### src/common/fetch_macros.svh
`ifndef FETCH_MACROS_SVH
`define FETCH_MACROS_SVH

// Memory word width in bits
`define FETCH_XLEN 32

// One compressed instruction parcel
`define FETCH_HW 16

// Realignment buffer capacity, in halfwords
`define FETCH_BUF_HW 3

`endif
### src/common/fetch_pkg.sv
`include "fetch_macros.svh"

package fetch_pkg;

    typedef logic [`FETCH_HW-1:0] half_t;

    // One buffered parcel with its fault flag
    typedef struct packed {
        logic  err;
        half_t data;
    } hw_entry_t;

    // Halfwords held in the buffer, 0 to FETCH_BUF_HW
    typedef logic [$clog2(`FETCH_BUF_HW + 1)-1:0] depth_t;

    // Instruction handed to decode
    typedef struct packed {
        logic [`FETCH_XLEN-1:0] instr;  // Upper half zero when 16-bit
        logic [`FETCH_XLEN-1:0] pc;
        logic                   is_32;
        logic                   err;
    } fetch_instr_t;

    // Memory request FSM
    typedef enum logic [1:0] {
        IDLE,     // Free to issue
        WAIT,     // Response pending
        DISCARD   // Response pending but stale after a flush
    } req_state_t;

endpackage

### src/common/mem_bus_pkg.sv
`include "fetch_macros.svh"

package mem_bus_pkg;

    // Byte address, requests keep bits 1:0 at zero
    typedef logic [`FETCH_XLEN-1:0] addr_t;

    // One instruction memory word
    typedef logic [`FETCH_XLEN-1:0] word_t;

    // Read request toward instruction memory
    typedef struct packed {
        logic  strobe;  // One-cycle request pulse
        addr_t addr;    // Word aligned
    } mem_req_t;

    // Read response, exactly one per request
    typedef struct packed {
        logic  strobe;  // One-cycle response pulse
        word_t data;
        logic  err;     // Bus fault on this word
    } mem_rsp_t;

endpackage

### src/hdl/fetch_unit.sv
module fetch_unit (
    input  logic                    g_clk,
    input  logic                    rst_n,
    input  logic                    flush,          // One-cycle pulse
    input  mem_bus_pkg::addr_t      flush_target,
    output mem_bus_pkg::mem_req_t   mem_req,
    input  mem_bus_pkg::mem_rsp_t   mem_rsp,
    output fetch_pkg::fetch_instr_t instr,
    output logic                    instr_valid,
    input  logic                    instr_ready     // Decode accepts the head
);

    logic               load_4;
    logic               load_2;
    logic               load_err;
    mem_bus_pkg::word_t load_word;
    fetch_pkg::depth_t  buf_depth;   // Feeds the request credit rule
    mem_bus_pkg::word_t buf_out;
    logic               buf_32;
    logic               buf_err;

    fetch_request u_request (
        .g_clk        (g_clk),
        .rst_n        (rst_n),
        .flush        (flush),
        .flush_target (flush_target),
        .buf_depth    (buf_depth),
        .mem_req      (mem_req),
        .mem_rsp      (mem_rsp),
        .load_4       (load_4),
        .load_2       (load_2),
        .load_err     (load_err),
        .load_word    (load_word)
    );

    fetch_buffer u_buffer (
        .g_clk     (g_clk),
        .rst_n     (rst_n),
        .flush     (flush),
        .load_4    (load_4),
        .load_2    (load_2),
        .load_err  (load_err),
        .load_word (load_word),
        .buf_depth (buf_depth),
        .buf_out   (buf_out),
        .buf_32    (buf_32),
        .buf_err   (buf_err),
        .buf_valid (instr_valid),
        .buf_ready (instr_ready)
    );

    fetch_pc_tracker u_pc_tracker (
        .g_clk        (g_clk),
        .rst_n        (rst_n),
        .flush        (flush),
        .flush_target (flush_target),
        .buf_out      (buf_out),
        .buf_32       (buf_32),
        .buf_err      (buf_err),
        .buf_valid    (instr_valid),
        .buf_ready    (instr_ready),
        .instr        (instr)
    );

endmodule

### src/hdl/fetch_pc_tracker.sv
`include "fetch_macros.svh"

module fetch_pc_tracker (
    input  logic                    g_clk,
    input  logic                    rst_n,
    input  logic                    flush,
    input  mem_bus_pkg::addr_t      flush_target,
    input  mem_bus_pkg::word_t      buf_out,
    input  logic                    buf_32,
    input  logic                    buf_err,
    input  logic                    buf_valid,
    input  logic                    buf_ready,
    output fetch_pkg::fetch_instr_t instr
);

    mem_bus_pkg::addr_t pc;       // Address of the instruction at the buffer head
    mem_bus_pkg::addr_t step;

    assign step = buf_32 ? mem_bus_pkg::addr_t'(4) : mem_bus_pkg::addr_t'(2);

    always_ff @(posedge g_clk) begin
        if (!rst_n) begin
            pc <= '0;
        end else if (flush) begin
            pc <= flush_target;           // Keeps bit 1 for odd-halfword starts
        end else if (buf_valid && buf_ready) begin
            pc <= pc + step;
        end
    end

    always_comb begin
        instr.pc    = pc;
        instr.is_32 = buf_32;
        instr.err   = buf_err;
        if (buf_32) begin
            instr.instr = buf_out;
        end else begin
            // Compressed parcel only
            instr.instr = {{`FETCH_HW{1'b0}}, buf_out[`FETCH_HW-1:0]};
        end
    end

endmodule

### src/fetch/fetch_buffer.sv
`include "fetch_macros.svh"

module fetch_buffer (
    input  logic                 g_clk,
    input  logic                 rst_n,
    input  logic                 flush,
    input  logic                 load_4,     // Whole word arrives
    input  logic                 load_2,     // Upper halfword only
    input  logic                 load_err,
    input  mem_bus_pkg::word_t   load_word,
    output fetch_pkg::depth_t    buf_depth,
    output mem_bus_pkg::word_t   buf_out,
    output logic                 buf_32,
    output logic                 buf_err,
    output logic                 buf_valid,
    input  logic                 buf_ready
);

    fetch_pkg::hw_entry_t buffer   [`FETCH_BUF_HW];
    fetch_pkg::hw_entry_t n_buffer [`FETCH_BUF_HW];
    fetch_pkg::depth_t    depth;
    fetch_pkg::depth_t    n_depth;
    fetch_pkg::hw_entry_t lo_in;
    fetch_pkg::hw_entry_t hi_in;
    logic                 eat_2;
    logic                 eat_4;

    assign lo_in = '{err: load_err, data: load_word[`FETCH_HW-1:0]};
    assign hi_in = '{err: load_err, data: load_word[2*`FETCH_HW-1:`FETCH_HW]};

    // Head of the buffer is always entry 0
    assign buf_out   = {buffer[1].data, buffer[0].data};
    assign buf_32    = buffer[0].data[1:0] == 2'b11;
    assign buf_depth = depth;

    // Enough parcels present for the instruction at the head
    assign buf_valid = depth >= fetch_pkg::depth_t'(2) ||
                       (depth == fetch_pkg::depth_t'(1) && !buf_32);

    // Fault covers every parcel the instruction touches
    assign buf_err = buffer[0].err || (buf_32 && buffer[1].err);

    assign eat_2 = buf_valid && buf_ready && !buf_32;
    assign eat_4 = buf_valid && buf_ready &&  buf_32;

    always_comb begin
        fetch_pkg::depth_t kept;

        n_buffer = buffer;
        kept     = depth;

        // Drop consumed parcels and move the rest to the head
        if (eat_4) begin
            n_buffer[0] = buffer[2];
            kept        = depth - fetch_pkg::depth_t'(2);
        end else if (eat_2) begin
            n_buffer[0] = buffer[1];
            n_buffer[1] = buffer[2];
            kept        = depth - fetch_pkg::depth_t'(1);
        end

        n_depth = kept;

        // Append behind whatever is left
        // Requests are only issued at depth 0 or 1, so the word fits
        if (load_4) begin
            case (kept)
                fetch_pkg::depth_t'(0): begin
                    n_buffer[0] = lo_in;
                    n_buffer[1] = hi_in;
                end
                fetch_pkg::depth_t'(1): begin
                    n_buffer[1] = lo_in;
                    n_buffer[2] = hi_in;
                end
                default: begin
                    n_buffer[2] = lo_in;
                end
            endcase
            n_depth = kept + fetch_pkg::depth_t'(2);
        end else if (load_2) begin
            case (kept)
                fetch_pkg::depth_t'(0): n_buffer[0] = hi_in;  // Odd-halfword target
                fetch_pkg::depth_t'(1): n_buffer[1] = hi_in;
                default:                n_buffer[2] = hi_in;
            endcase
            n_depth = kept + fetch_pkg::depth_t'(1);
        end
    end

    always_ff @(posedge g_clk) begin
        if (!rst_n || flush) begin
            depth <= '0;
        end else begin
            depth <= n_depth;
        end
    end

    // Parcel storage
    always_ff @(posedge g_clk) begin
        buffer <= n_buffer;
    end

endmodule

### src/fetch/fetch_request.sv
module fetch_request (
    input  logic                  g_clk,
    input  logic                  rst_n,
    input  logic                  flush,
    input  mem_bus_pkg::addr_t    flush_target,
    input  fetch_pkg::depth_t     buf_depth,
    output mem_bus_pkg::mem_req_t mem_req,
    input  mem_bus_pkg::mem_rsp_t mem_rsp,
    output logic                  load_4,
    output logic                  load_2,
    output logic                  load_err,
    output mem_bus_pkg::word_t    load_word
);

    fetch_pkg::req_state_t state;
    fetch_pkg::req_state_t n_state;
    mem_bus_pkg::addr_t    next_addr;   // Next word to read
    mem_bus_pkg::addr_t    target_word; // Flush target rounded down
    mem_bus_pkg::addr_t    issue_addr;
    logic                  first_half;  // Next live response fills upper half only
    logic                  rsp_live;
    logic                  issue;

    assign target_word = flush_target & ~mem_bus_pkg::addr_t'(3);

    // Only a response in WAIT belongs to the current stream
    assign rsp_live = mem_rsp.strobe && state == fetch_pkg::WAIT;

    assign load_4    = rsp_live && !flush && !first_half;
    assign load_2    = rsp_live && !flush &&  first_half;
    assign load_err  = mem_rsp.err;
    assign load_word = mem_rsp.data;

    // Credit rule allows one request in flight and only at low depth
    // so a returning word always fits
    always_comb begin
        n_state    = state;
        issue      = 1'b0;
        issue_addr = next_addr;
        case (state)
            fetch_pkg::IDLE: begin
                if (flush) begin
                    issue      = 1'b1;
                    issue_addr = target_word;
                end else if (buf_depth <= fetch_pkg::depth_t'(1)) begin
                    issue = 1'b1;
                end
            end
            fetch_pkg::WAIT: begin
                if (mem_rsp.strobe && flush) begin
                    issue      = 1'b1;           // Drop the response and restart at once
                    issue_addr = target_word;
                end else if (mem_rsp.strobe) begin
                    n_state = fetch_pkg::IDLE;   // Let depth settle first
                end else if (flush) begin
                    n_state = fetch_pkg::DISCARD;
                end
            end
            fetch_pkg::DISCARD: begin
                if (mem_rsp.strobe) begin
                    issue = 1'b1;                // Stale word gone so fetch the target
                    if (flush) begin
                        issue_addr = target_word;
                    end
                end
            end
            default: begin
                n_state = fetch_pkg::IDLE;
            end
        endcase
        if (issue) begin
            n_state = fetch_pkg::WAIT;
        end
    end

    always_ff @(posedge g_clk) begin
        if (!rst_n) begin
            state          <= fetch_pkg::IDLE;
            mem_req.strobe <= 1'b0;
            mem_req.addr   <= '0;
            next_addr      <= '0;             // Reset address
            first_half     <= 1'b0;
        end else begin
            state          <= n_state;
            mem_req.strobe <= issue;
            if (issue) begin
                mem_req.addr <= issue_addr;
                next_addr    <= issue_addr + mem_bus_pkg::addr_t'(4);
            end else if (flush) begin
                next_addr <= target_word;     // Held until the stale word returns
            end
            if (flush) begin
                first_half <= flush_target[1];
            end else if (rsp_live) begin
                first_half <= 1'b0;
            end
        end
    end

endmodule

### config.mk
export PLATFORM = sky130hd
export DESIGN_NAME = fetch_unit
export DESIGN_NICKNAME = d
export VERILOG_FILES = /design/src/common/fetch_pkg.sv /design/src/common/mem_bus_pkg.sv /design/src/hdl/fetch_unit.sv /design/src/hdl/fetch_pc_tracker.sv /design/src/fetch/fetch_buffer.sv /design/src/fetch/fetch_request.sv
export VERILOG_INCLUDE_DIRS = /design/src /design/src/common
export SDC_FILE = /design/constraint.sdc
export NUM_CORES = 1
export LEC_CHECK = 0
export BUFFER_PORTS_ARGS = -buffer_cell sky130_fd_sc_hd__buf_2
export CORE_MARGIN = 3
export CORE_UTILIZATION = 49
export DETAILED_ROUTE_END_ITERATION = 10
export GPL_ROUTABILITY_DRIVEN = 1
export HOLD_SLACK_MARGIN = 0.08
export PLACE_DENSITY = 0.71
export SYNTH_ARGS = -nofsm -noshare
export SYNTH_HDL_FRONTEND = slang
export SYNTH_HIERARCHICAL = 1
export SYNTH_SLANG_ARGS = --single-unit
### constraint.sdc
create_clock -name g_clk -period 8.7 [get_ports g_clk]
set_input_delay 0.435 -clock g_clk [delete_from_list [all_inputs] [get_ports g_clk]]
set_output_delay 0.435 -clock g_clk [all_outputs]
set_load 0.01 [all_outputs]
==> impl_metrics.py <==
metrics = {
    "place": {
        "gp_congestion": 0.8600,
        "numPortBuffers": 169,
        "placed_cells": 1492,
        "dpl_worst_slack_ps": 4128,
        "hpwl_mm": 19.49,
    },
    "clock_network": {
        "cts_resized": 0,
        "root_buffer": "clkbuf_16",
        "h-tree-depth": 4,
        "cts_buffer_depth": 2,
        "cts.sinks": 153,
        "cts.clk_slew.worst_paths_ps": 70,
        "tritoncts": "done",
        "clk_latency_ps": 440,
        "cts.hold.buffers_added": 0,
        "post_cts_buffers": 0,
        "cts_buffers": 17,
    },
    "timing": {
        "fmax_mhz": 214.6,
        "final.min_clock_period_ps": 4659,
        "hold_viol": 0,
        "slew_viol_final": 0,
        "max-slew-margin-rel": 0.2247,
        "worst_clock_skew_ps": 10.10,
        "timing.hold.ws_ps": 265.7,
        "finalCritPeriodShare": 0.5355,
        "rsz0062_at_grt": "no",
        "worst_pin_slew_ps": 1160,
        "setup-tns-final_ps": 0,
        "fin_ws_ps": 4041,
        "setup_viol": 0,
    },
    "routing": {
        "post-route-drc-count": 0,
        "drt_iter0_drc": 1035,
        "wl_mm": 29.18,
        "drt-pass1-iter-count": 7,
        "dr_total_vias": 9372,
        "antenna_left": 0,
        "wire_per_inst_um": 19.11,
        "via_per_inst": 6.138,
    },
    "min_path": {
        "min_path_type": "in -> reg",
        "hold_end": "u_pc_tracker/pc[0]",
        "holdPathStages": 3,
        "min_from": "flush_target[0]",
    },
    "final_layout": {
        "fin_util": 0.5526,
        "instances_no_fill": 1527,
        "drive_above_1_share": 0.2121,
        "layout_commonest_cell": "buf_2",
        "layout_common_cells": "168 x buf_2, 136 x dfxtp_1, 110 x nand2_1",
        "nFillCells": 1829,
        "multiInputGateArea_um2": 5752,
        "area_growth_pct": 8.779,
        "regArea_um2": 3233,
        "final_nets": 1324,
    },
    "power": {
        "p_per_area_nw_per_um2": 233.2,
        "p_leak_nw": 4.393,
        "peakVddDrop_mv": 0.1566,
    },
    "synthesis": {
        "synthTopCellsByArea": "dfxtp_1 27%, mux2i_1 7.0%, buf_4 6.4%",
        "synth-edff-count": 17,
        "seq_area_frac_synth": 0.3218,
        "async_reset_ff_frac": 0,
        "synth_area_um2": 10050,
        "synth_cell_types": 78,
        "avgSynthCellArea_um2": 8.236,
        "synth-main-ff-cell": "dfxtp_1",
        "synth_seq_cells": 153,
        "synth_top_area_frac": 0.2710,
        "synth_cells": 1220,
        "yosys_warnings": 6,
        "synth_nets": 1298,
        "synth_top_area_cell": "dfxtp_1",
    },
    "critical_path": {
        "required_ps": 8970,
        "regToRegEndpoint": "u_buffer/buffer[33]",
        "r2r-start": "u_buffer/buf_out[1]",
        "r2r_cells": 8,
        "crit_fanout": 34,
        "rrSetupSlack_ps": 4040,
        "setup.worst_path.end_class": "flop",
        "crit_type": "reg -> reg",
        "critical_path_arrival_ps": 4930,
        "startpoint_type": "flop",
    },
    "status": {
        "status": "completed",
    },
    "floorplan": {
        "ioPinCount": 170,
        "core_um2": 19780,
        "dieWidth_um": 149.2,
        "start_util": 0.5080,
        "dieArea_um2": 22260,
        "rows": 51,
        "die_height_um": 149.2,
    },
    "job": {
        "maxCapViolCount": 0,
    },
    "global_routing": {
        "grt_pass1_wl_mm": 45.89,
        "overflow": 0,
        "grt_antenna_before_repair": 4,
        "grt_max_degree": 74,
        "grt_pass1_vias": 8469,
        "grt_usage": 0.2555,
    },
}
==> layer usage <==
metal	track usage	vias to the layer above	part of all wire
li1	-	4455	-
met1	0.3774	4478	0.47
met2	0.3675	396	0.43
met3	0.06351	41	0.079
met4	0.07551	2	0.018
met5	0	-	0.00024
==> power breakdown <==
| group | leakage (nW) | switching (mW) | internal [mW] |
|---|---|---|---|
| logic | 2.82 | 0.471 | 0.349 |
| registers | 1.27 | 0.110 | 0.834 |
| clock network | 0.303 | 0.347 | 0.437 |
| total | 4.39 | 0.929 | 1.62 |
==> worst max-delay path: stages, from the launching register on <==
cell and delay, ps:
dfxtp_1 560, nand2_1 740, o22ai_1 330, a21oi_1 380, ha_1 860, nand2_1 940, o21ai_0 440, a21o_1 120
o311ai_0 120
==> per-stage QoR <==
| step | instance area (µm²) | power [mW] |
|---|---|---|
| 2_1_floorplan | 10050 | 1.654 |
| 3_3_place_gp | 10320 | 1.751 |
| 4_1_cts | 10920 | 2.556 |
| 3_5_place_dp | 10320 | 1.769 |
| 5_1_grt | 10930 | 2.693 |
| 6_report | 10930 | 2.549 |
==> how the worst max path moves through the flow <==
stage,depth (start not counted),end,slack (ps),start
global route,8,u_buffer/buffer[33],3620,u_buffer/buf_out[1]
detailed placement,8,u_buffer/buffer[33],4130,u_buffer/buf_out[1]
CTS,8,u_buffer/buffer[33],4070,u_buffer/buf_out[1]
finish,8,u_buffer/buffer[33],4040,u_buffer/buf_out[1]
global placement,8,u_buffer/buffer[33],4350,u_buffer/buf_out[1]
floorplan,11,u_buffer/buffer[0],5240,u_buffer/buf_depth[0]
==> logic make-up (layout without fill, tap and decap cells) <==
logic type / count (synthesis) / in the layout / synth area share
other: 0 / 3 / 0
AO/OA/AOI/OAI: 303 / 303 / 0.2046
multiplexers: 97 / 97 / 0.1005
flip-flops: 153 / 153 / 0.3218
AND/OR/NAND/NOR: 445 / 445 / 0.2335
adder cells (fa/ha/maj): 8 / 8 / 0.01071
XOR/XNOR: 22 / 22 / 0.01918
buffers and inverters: 192 / 231 / 0.1098
==> registers in the layout (all words and copies together) (netlist names) <==
signal,cells
u_buffer/buffer,19
u_request/next_addr,32
u_request/mem_req,33
u_buffer/buf_out,32
u_pc_tracker/pc,32
u_request/first_half,1
u_buffer/buf_depth,2
u_request/state,2
==> Yosys cell counts (19+ instances only) <==
| library cell | n |
|---|---|
| nand2_1 | 110 |
| nor4_1 | 21 |
| inv_1 | 19 |
| nor2_1 | 95 |
| buf_4 | 86 |
| clkbuf_1 | 60 |
| mux2i_1 | 70 |
| and2_1 | 36 |
| o21ai_0 | 59 |
| a211oi_1 | 23 |
| o211ai_1 | 32 |
| nor3_1 | 19 |
| a21oi_1 | 80 |
| mux2_2 | 25 |
| nand3_1 | 41 |
| and3_1 | 26 |
| dfxtp_1 | 136 |
==> area by class of cell <==
class	count	share of cell area
Multi-Input combinational cell	875	0.5262
Inverter	19	0.006525
Clock inverter	15	0.01637
Tap cell	265	0.03033
Antenna cell	3	0.0006868
Timing Repair Buffer	180	0.08516
Clock buffer	17	0.03892
Sequential cell	153	0.2958
No activity file was read; power rests on OpenSTA's default activity.
